--- config.mk ---
export PLATFORM = sky130hd
export DESIGN_NAME = fpu
export DESIGN_NICKNAME = d
export VERILOG_FILES = /design/src/fpuPkg.sv /design/src/fpOperandIf.sv /design/src/fpClassify.sv /design/src/fpCompare.sv /design/src/fpu.sv /design/src/fpuDecode.sv /design/src/fpuResult.sv
export SDC_FILE = /design/constraint.sdc
export NUM_CORES = 1
export LEC_CHECK = 0
export ABC_CLOCK_PERIOD_IN_PS = 1200
export BUFFER_PORTS_ARGS = -buffer_cell sky130_fd_sc_hd__buf_2
export CORE_ASPECT_RATIO = 0.8
export CORE_MARGIN = 2
export CORE_UTILIZATION = 53
export CTS_BUF_LIST = sky130_fd_sc_hd__clkbuf_8
export DETAILED_ROUTE_END_ITERATION = 10
export GPL_TIMING_DRIVEN = 0
export PLACE_DENSITY = 0.84
export SETUP_SLACK_MARGIN = 0.02
export SLEW_MARGIN = 20
export SYNTH_ARGS = -nofsm -noshare
export SYNTH_HDL_FRONTEND = slang
export SYNTH_HIERARCHICAL = 1
export SYNTH_SLANG_ARGS = --single-unit
--- constraint.sdc ---
create_clock -name clk_i -period 1.2 [get_ports clk_i]
set_input_delay 0.12 -clock clk_i [delete_from_list [all_inputs] [get_ports clk_i]]
set_output_delay 0.12 -clock clk_i [all_outputs]
set_load 0.005 [all_outputs]
--- src/fpuPkg.sv ---
// Shared widths, field types, class bits and operation codes, imported by every FPU block
`default_nettype none

package fpuPkg;

        // Format widths
        localparam int FLEN     = 32;
        localparam int XLEN_OUT = 64;
        localparam int EXP_LEN  = 8;
        localparam int SIG_LEN  = 23;

        typedef logic [FLEN-1:0]     fpWord_t;
        typedef logic [XLEN_OUT-1:0] fpResult_t;
        typedef logic [EXP_LEN-1:0]  fpExp_t;
        // Stored fraction plus the hidden bit
        typedef logic [SIG_LEN:0]    fpSig_t;
        typedef logic [9:0]          fpClass_t;

        // FCLASS bit order
        localparam int CLS_NEG_INF  = 0;
        localparam int CLS_NEG_NORM = 1;
        localparam int CLS_NEG_SUB  = 2;
        localparam int CLS_NEG_ZERO = 3;
        localparam int CLS_POS_ZERO = 4;
        localparam int CLS_POS_SUB  = 5;
        localparam int CLS_POS_NORM = 6;
        localparam int CLS_POS_INF  = 7;
        localparam int CLS_SNAN     = 8;
        localparam int CLS_QNAN     = 9;

        localparam fpWord_t CANONICAL_NAN = 32'h7fc0_0000;

        // funct5 field, bits 31:27
        localparam logic [4:0] FUNCT5_SGNJ       = 5'b00100;
        localparam logic [4:0] FUNCT5_MINMAX     = 5'b00101;
        localparam logic [4:0] FUNCT5_CMP        = 5'b10100;
        localparam logic [4:0] FUNCT5_CLASS_MVXW = 5'b11100;
        localparam logic [4:0] FUNCT5_MVWX       = 5'b11110;

        // Low bit of the fmt field, set for double
        localparam int FMT_BIT = 25;

        localparam logic [6:0] OPCODE_OP_FP = 7'b1010011;

        typedef enum logic [3:0] {
                OP_NONE,
                OP_SGNJ,
                OP_SGNJN,
                OP_SGNJX,
                OP_MIN,
                OP_MAX,
                OP_EQ,
                OP_LT,
                OP_LE,
                OP_CLASS,
                OP_MVXW,
                OP_MVWX
        } fpuOp_e;

endpackage

`default_nettype wire

--- src/fpOperandIf.sv ---
// Decoded operand bundle, driven by a classifier and read by the compare and result blocks
`timescale 1ns/1ps
`default_nettype none

interface fpOperandIf;
        import fpuPkg::*;

        logic     sign;
        fpExp_t   exp;
        fpSig_t   sig;
        fpClass_t cls;

        modport source (
                output sign,
                output exp,
                output sig,
                output cls
        );

        modport sink (
                input sign,
                input exp,
                input sig,
                input cls
        );

endinterface

`default_nettype wire

--- src/fpClassify.sv ---
// Splits one single-precision word into sign, exponent, significand and FCLASS bits
`timescale 1ns/1ps
`default_nettype none

module fpClassify (
        input  fpuPkg::fpWord_t word_i,
        fpOperandIf.source      opnd
);
        import fpuPkg::*;

        logic                  sign;
        fpExp_t                exp;
        logic [SIG_LEN-1:0]    frac;
        logic                  expZero;
        logic                  expOnes;
        logic                  fracZero;
        logic                  isNormal;

        assign sign     = word_i[FLEN-1];
        assign exp      = word_i[FLEN-2:SIG_LEN];
        assign frac     = word_i[SIG_LEN-1:0];

        assign expZero  = (exp == '0);
        assign expOnes  = (exp == '1);
        assign fracZero = (frac == '0);
        assign isNormal = !expZero && !expOnes;

        assign opnd.sign = sign;
        assign opnd.exp  = exp;
        // Hidden bit only for normals, subnormals keep a leading zero
        assign opnd.sig  = {isNormal, frac};

        always_comb begin
                opnd.cls = '0;
                if (expOnes) begin
                        if (fracZero) begin
                                if (sign)
                                        opnd.cls[CLS_NEG_INF] = 1'b1;
                                else
                                        opnd.cls[CLS_POS_INF] = 1'b1;
                        end else if (frac[SIG_LEN-1]) begin
                                opnd.cls[CLS_QNAN] = 1'b1;
                        end else begin
                                opnd.cls[CLS_SNAN] = 1'b1;
                        end
                end else if (expZero) begin
                        if (fracZero) begin
                                if (sign)
                                        opnd.cls[CLS_NEG_ZERO] = 1'b1;
                                else
                                        opnd.cls[CLS_POS_ZERO] = 1'b1;
                        end else begin
                                if (sign)
                                        opnd.cls[CLS_NEG_SUB] = 1'b1;
                                else
                                        opnd.cls[CLS_POS_SUB] = 1'b1;
                        end
                end else begin
                        if (sign)
                                opnd.cls[CLS_NEG_NORM] = 1'b1;
                        else
                                opnd.cls[CLS_POS_NORM] = 1'b1;
                end
        end

        // Every known word lands in exactly one class, checked on each operand change
        clsOneHot: assert property (@(word_i)
                !$isunknown(word_i) |-> $onehot(opnd.cls))
                else $error("operand class is not one-hot");

endmodule

`default_nettype wire

--- src/fpCompare.sv ---
// Ordering of two operands for FEQ/FLT/FLE and the FMIN/FMAX selection
`timescale 1ns/1ps
`default_nettype none

module fpCompare (
        fpOperandIf.sink         a,
        fpOperandIf.sink         b,
        input  fpuPkg::fpWord_t  rs1_i,
        input  fpuPkg::fpWord_t  rs2_i,
        input  fpuPkg::fpuOp_e   op_i,
        output logic             eq_o,
        output logic             lt_o,
        output logic             le_o,
        output fpuPkg::fpWord_t  minMax_o
);
        import fpuPkg::*;

        logic aNan;
        logic bNan;
        logic anyNan;
        logic bothZero;
        logic magLt;
        logic magEq;
        logic totalLt;
        logic ordLt;
        logic ordEq;
        logic isMax;

        assign aNan     = a.cls[CLS_SNAN] | a.cls[CLS_QNAN];
        assign bNan     = b.cls[CLS_SNAN] | b.cls[CLS_QNAN];
        assign anyNan   = aNan | bNan;
        assign bothZero = (a.cls[CLS_NEG_ZERO] | a.cls[CLS_POS_ZERO]) &
                          (b.cls[CLS_NEG_ZERO] | b.cls[CLS_POS_ZERO]);

        // Exponent first, then significand
        assign magLt = {a.exp, a.sig} <  {b.exp, b.sig};
        assign magEq = {a.exp, a.sig} == {b.exp, b.sig};

        // -0 sorts below +0 here
        always_comb begin
                if (a.sign != b.sign)
                        totalLt = a.sign;
                else if (!a.sign)
                        totalLt = magLt;
                else
                        totalLt = !magLt && !magEq;
        end

        // IEEE ordering treats the two zeros as equal
        assign ordLt = totalLt && !bothZero;
        assign ordEq = bothZero || (a.sign == b.sign && magEq);

        assign eq_o = !anyNan && ordEq;
        assign lt_o = !anyNan && ordLt;
        assign le_o = !anyNan && (ordLt || ordEq);

        assign isMax = (op_i == OP_MAX);

        always_comb begin
                if (aNan && bNan)
                        minMax_o = CANONICAL_NAN;
                else if (aNan)
                        minMax_o = rs2_i;
                else if (bNan)
                        minMax_o = rs1_i;
                else
                        minMax_o = (totalLt ^ isMax) ? rs1_i : rs2_i;
        end

endmodule

`default_nettype wire

--- src/fpu.sv ---
// Single-precision FPU top level for sign injection, min/max, compare, classify and moves
`timescale 1ns/1ps
`default_nettype none

module fpu (
        input  logic               clk_i,
        input  logic               rstN_i,

        input  logic               fpuEnable_i,
        input  fpuPkg::fpWord_t    instr_i,
        input  fpuPkg::fpWord_t    rs1_i,
        input  fpuPkg::fpWord_t    rs2_i,

        output logic               valid_o,
        output fpuPkg::fpResult_t  fpuOut_o
);
        import fpuPkg::*;

        fpuOp_e  op;
        logic    eq;
        logic    lt;
        logic    le;
        fpWord_t minMax;

        fpOperandIf opA ();
        fpOperandIf opB ();

        fpuDecode decode (
                .instr_i (instr_i),
                .op_o    (op)
        );

        // One classifier per source register
        fpClassify classA (
                .word_i (rs1_i),
                .opnd   (opA)
        );

        fpClassify classB (
                .word_i (rs2_i),
                .opnd   (opB)
        );

        fpCompare compare (
                .a        (opA),
                .b        (opB),
                .rs1_i    (rs1_i),
                .rs2_i    (rs2_i),
                .op_i     (op),
                .eq_o     (eq),
                .lt_o     (lt),
                .le_o     (le),
                .minMax_o (minMax)
        );

        fpuResult result (
                .clk_i       (clk_i),
                .rstN_i      (rstN_i),
                .fpuEnable_i (fpuEnable_i),
                .op_i        (op),
                .rs1_i       (rs1_i),
                .rs2_i       (rs2_i),
                .cls         (opA),
                .eq_i        (eq),
                .lt_i        (lt),
                .le_i        (le),
                .minMax_i    (minMax),
                .valid_o     (valid_o),
                .result_o    (fpuOut_o)
        );

endmodule

`default_nettype wire

--- src/fpuDecode.sv ---
// Instruction decoder, maps an OP-FP word to one operation code or OP_NONE
`timescale 1ns/1ps
`default_nettype none

module fpuDecode (
        input  fpuPkg::fpWord_t instr_i,
        output fpuPkg::fpuOp_e  op_o
);
        import fpuPkg::*;

        logic [6:0] opcode;
        logic [4:0] funct5;
        logic [2:0] funct3;
        logic [4:0] rs2Field;
        logic       isSingle;

        assign opcode   = instr_i[6:0];
        assign funct5   = instr_i[31:27];
        assign funct3   = instr_i[14:12];
        assign rs2Field = instr_i[24:20];

        // Only fmt == S under the plain OP-FP opcode, FMA opcodes never match
        assign isSingle = (opcode == OPCODE_OP_FP) &&
                          !instr_i[FMT_BIT] && !instr_i[FMT_BIT+1];

        always_comb begin
                op_o = OP_NONE;
                if (isSingle) begin
                        case (funct5)
                                FUNCT5_SGNJ: begin
                                        case (funct3)
                                                3'b000:  op_o = OP_SGNJ;
                                                3'b001:  op_o = OP_SGNJN;
                                                3'b010:  op_o = OP_SGNJX;
                                                default: op_o = OP_NONE;
                                        endcase
                                end
                                FUNCT5_MINMAX: begin
                                        case (funct3)
                                                3'b000:  op_o = OP_MIN;
                                                3'b001:  op_o = OP_MAX;
                                                default: op_o = OP_NONE;
                                        endcase
                                end
                                FUNCT5_CMP: begin
                                        case (funct3)
                                                3'b010:  op_o = OP_EQ;
                                                3'b001:  op_o = OP_LT;
                                                3'b000:  op_o = OP_LE;
                                                default: op_o = OP_NONE;
                                        endcase
                                end
                                FUNCT5_CLASS_MVXW: begin
                                        // rs2 field must be zero for both
                                        if (rs2Field == 5'd0) begin
                                                if (funct3 == 3'b001)
                                                        op_o = OP_CLASS;
                                                else if (funct3 == 3'b000)
                                                        op_o = OP_MVXW;
                                        end
                                end
                                FUNCT5_MVWX: begin
                                        if (rs2Field == 5'd0 && funct3 == 3'b000)
                                                op_o = OP_MVWX;
                                end
                                default: op_o = OP_NONE;
                        endcase
                end
        end

endmodule

`default_nettype wire

--- src/fpuResult.sv ---
// Result mux with sign injection and NaN boxing, registered on each enable strobe
`timescale 1ns/1ps
`default_nettype none

module fpuResult (
        input  logic               clk_i,
        input  logic               rstN_i,
        input  logic               fpuEnable_i,
        input  fpuPkg::fpuOp_e     op_i,
        input  fpuPkg::fpWord_t    rs1_i,
        input  fpuPkg::fpWord_t    rs2_i,
        fpOperandIf.sink           cls,
        input  logic               eq_i,
        input  logic               lt_i,
        input  logic               le_i,
        input  fpuPkg::fpWord_t    minMax_i,
        output logic               valid_o,
        output fpuPkg::fpResult_t  result_o
);
        import fpuPkg::*;

        fpWord_t   sgnjWord;
        fpWord_t   sgnjnWord;
        fpWord_t   sgnjxWord;
        fpResult_t nextResult;

        // Upper half all ones marks a valid single in a 64-bit register
        function automatic fpResult_t boxWord(input fpWord_t w);
                return {{(XLEN_OUT-FLEN){1'b1}}, w};
        endfunction

        // Magnitude from rs1, sign from rs2
        assign sgnjWord  = {rs2_i[FLEN-1], rs1_i[FLEN-2:0]};
        assign sgnjnWord = {~rs2_i[FLEN-1], rs1_i[FLEN-2:0]};
        assign sgnjxWord = {rs1_i[FLEN-1] ^ rs2_i[FLEN-1], rs1_i[FLEN-2:0]};

        always_comb begin
                case (op_i)
                        OP_SGNJ:          nextResult = boxWord(sgnjWord);
                        OP_SGNJN:         nextResult = boxWord(sgnjnWord);
                        OP_SGNJX:         nextResult = boxWord(sgnjxWord);
                        OP_MIN, OP_MAX:   nextResult = boxWord(minMax_i);
                        // Compare and classify go out zero-extended
                        OP_EQ:            nextResult = fpResult_t'(eq_i);
                        OP_LT:            nextResult = fpResult_t'(lt_i);
                        OP_LE:            nextResult = fpResult_t'(le_i);
                        OP_CLASS:         nextResult = fpResult_t'(cls.cls);
                        OP_MVXW, OP_MVWX: nextResult = boxWord(rs1_i);
                        default:          nextResult = '0;
                endcase
        end

        always_ff @(posedge clk_i or negedge rstN_i) begin
                if (!rstN_i) begin
                        valid_o  <= 1'b0;
                        result_o <= '0;
                end else begin
                        valid_o <= fpuEnable_i;
                        // Holds until the next strobe
                        if (fpuEnable_i)
                                result_o <= nextResult;
                end
        end

        // A lone strobe gives a single-cycle valid
        validSinglePulse: assert property (@(posedge clk_i) disable iff (!rstN_i)
                fpuEnable_i ##1 !fpuEnable_i |=> !valid_o)
                else $error("valid held after an idle enable");

        validKnown: assert property (@(posedge clk_i) disable iff (!rstN_i)
                !$isunknown(valid_o))
                else $error("valid is unknown out of reset");

endmodule

`default_nettype wire

==> flow_metrics.py <==
metrics = {
    "run_status": {
        "outcome": "finished with violations",
        "failing_checks": "negative setup slack",
    },
    "detailed_routing": {
        "via_count": 4835,
        "routed-wl-met3_mm": 1.68,
        "maxUsedRoutingLayer": "met4",
        "drt_wl_total_mm": 15.4,
        "routed_wire_length_per_instance_microns": 18.6,
        "drt_pre_antenna_iters": 5,
        "final_antenna_net_count": 0,
        "initialDrtViolationCount": 399,
        "routedLengthMet1_mm": 6.33,
        "post_drt_via_cell_ratio": 5.87,
        "remaining_drc_errors": 0,
        "dr_wl_met2_mm": 6.90,
    },
    "run": {
        "cap_violations": 0,
    },
    "logic_synthesis": {
        "syn_avg_cell_area_sq_um": 8.64,
        "yosys_warnings": 6,
        "syn-cell-area_sq_um": 4620,
        "synthesis.instances": 535,
        "mappedNetlistNets": 666,
    },
    "floorplanning": {
        "core-area_sq_um": 8480,
        "die_width_microns": 108,
        "dieHeight_microns": 87.5,
        "initial_core_util_pct": 54.5,
        "io_pins": 164,
        "core.rowCount": 30,
        "die-area_sq_um": 9490,
    },
    "setup_path": {
        "worstSetupStartpoint": "rs1_i[23]",
        "timing.rr.start": "result/result_o[62]$_DFFE_PN0P_",
        "startpoint_type": "input pin",
        "cp-end-kind": "flop",
        "worst_ep_arrival_time_ps": 3450,
        "path_class": "input pin to flop",
        "worstPathRequired_ps": 1360,
        "crit_path_max_fanout": 5,
    },
    "layout": {
        "most_common_library_cell_in_the_layout_ignoring_fill_and_taps": "sky130_fd_sc_hd__buf_2",
        "layout-drive-gt1-share_pct": 50.6,
        "finalNetCount": 842,
        "sequential_cell_area_sq_um": 855,
        "area_of_the_multi_input_gates_sq_um": 2900,
        "area_delta_synth_final_pct": 39.7,
        "layout.cells.most_common_list": "115 x sky130_fd_sc_hd__buf_2, 79 x sky130_fd_sc_hd__buf_6, 77 x sky130_fd_sc_hd__buf_4",
        "final_core_utilization_pct": 76.1,
        "post-route-cell-area_sq_um": 6460,
        "final_cell_count_no_fill": 824,
        "filler_cell_count": 603,
        "antennaDiodeCount": 0,
    },
    "timing": {
        "fin_crit_ps": 3290,
        "max-slew-margin-rel_pct": 55.2,
        "layout_worst_path_cycle_share_pct": 274,
        "slew_violations": 0,
        "hold_slack_ps": 88.7,
        "max_fclk_mhz": 304,
        "max_slew.worst_pin.slew_ps": 665,
        "fin_worst_skew_ps": 0,
        "final.setup.worst_slack_ps": -2090,
        "final-hold-violation-count": 0,
        "unrepaired_setup_endpoints_after_global_routing": "true",
        "report.final.setup_viol": 65,
    },
    "clock_tree": {
        "clkSlewWorstSetupHoldPaths_ps": 70,
        "clkSinkCount": 34,
        "clock_latency_ps": 290,
        "ctsLongestPathBuffers": 2,
        "cts_made_buffers": 5,
        "tritoncts": "built",
        "h-tree-depth": 2,
        "cts_root_buf": "sky130_fd_sc_hd__clkbuf_8",
    },
    "global_routing": {
        "antenna_found_initial": 0,
        "grt_pass1_wl_mm": 23.6,
        "track_usage_pct": 31.7,
        "grt_max_degree": 35,
        "vias_in_the_first_global_route": 4729,
        "globalRouteOverflowTotal": 0,
    },
    "power_and_ir_drop": {
        "p_leak_nw": 3.24,
        "irDropWorstVdd_v": 0.000575,
        "pwr_density_cell_nw_per_um2": 608,
    },
    "min_path": {
        "class_of_the_tightest_hold_or_removal_check": "input pin to flop",
        "hp-start": "fpuEnable_i",
    },
    "place": {
        "preCtsSetupSlack_ps": -2520,
        "detailedPlacementHpwl_mm": 10.9,
        "placedInstanceArea_sq_um": 5610,
        "portBuffers": 151,
        "globalplace.congestion": 0.945,
        "post-place-cells": 798,
    },
}
==> worst paths after layout <==
kind | to | depth (start not counted) | slack [ps]
min in group asynchronous | result/result_o[11]$_DFFE_PN0P_ | 2 | 360
min | result/valid_o$_DFF_PN0_ | 1 | 90
max reg2reg | result/result_o[62]$_DFFE_PN0P_ | 4 | 30
min reg2reg | result/result_o[31]$_DFFE_PN0P_ | 2 | 550
max | result/result_o[2]$_DFFE_PN0P_ | 16 | -2090
max in group asynchronous | result/result_o[62]$_DFFE_PN0P_ | 2 | 430
==> registers in the layout, indices dropped and copies added, names as in the netlist <==
register and cells:
result/valid_o 1, result/result_o 33
==> routing by layer <==
| metal | vias up | track usage (%) |
|---|---|---|
| met5 | - | 0 |
| met4 | 0 | 9.67 |
| met3 | 44 | 8.11 |
| met2 | 277 | 53.8 |
| met1 | 2279 | 39.9 |
| li1 | 2235 | - |
==> where the power goes <==
group | switching (mW) | internal [mW] | total (mW) | leakage [nW]
clock network | 0.441 | 0.455 | 0.897 | 0.0524
logic | 0.855 | 1.01 | 1.87 | 2.72
registers | 0.0113 | 1.15 | 1.16 | 0.470
==> what timing repair did <==
action / in CTS / in global routing
setup buffers: 16 / 3
endpoints found under the setup margin: 65 / 66
hold buffers: 1 / 0
gates cloned: 3 / 1
resized for setup: 102 / 28
endpoints found under the hold margin: 34 / 0
pin swaps: 33 / 11
==> worst max-delay path, stage by stage <==
cell,delay (ps)
sky130_fd_sc_hd__buf_8,100
sky130_fd_sc_hd__nor4_4,340
sky130_fd_sc_hd__and2_4,220
sky130_fd_sc_hd__nor2_4,50
sky130_fd_sc_hd__ha_4,240
sky130_fd_sc_hd__a21oi_2,130
sky130_fd_sc_hd__o21ai_2,80
sky130_fd_sc_hd__a221o_1,360
sky130_fd_sc_hd__a211oi_4,260
sky130_fd_sc_hd__o22ai_4,130
sky130_fd_sc_hd__nor3_2,200
sky130_fd_sc_hd__and4b_2,300
sky130_fd_sc_hd__buf_6,150
sky130_fd_sc_hd__a32o_1,210
sky130_fd_sc_hd__a22o_1,230
sky130_fd_sc_hd__a221o_1,330
==> area by class of cell <==
cell class	instances	share of cell area [%]
multi-input combinational	333	44.8
buffer	117	15.8
tap	112	2.17
clock inverter	2	0.136
clock buffer	6	1.28
inverter	47	2.73
timing repair buffer	173	19.8
sequential	34	13.2
==> through the flow <==
stage / total power, mW / TNS [ps]
floorplan: 2.12 / -59690
global placement: 2.61 / -78210
detailed placement: 2.66 / -83910
CTS: 3.84 / -67590
global route: 4.12 / -72410
finish: 3.93 / -70120
Power figures use the tool's default switching activity.
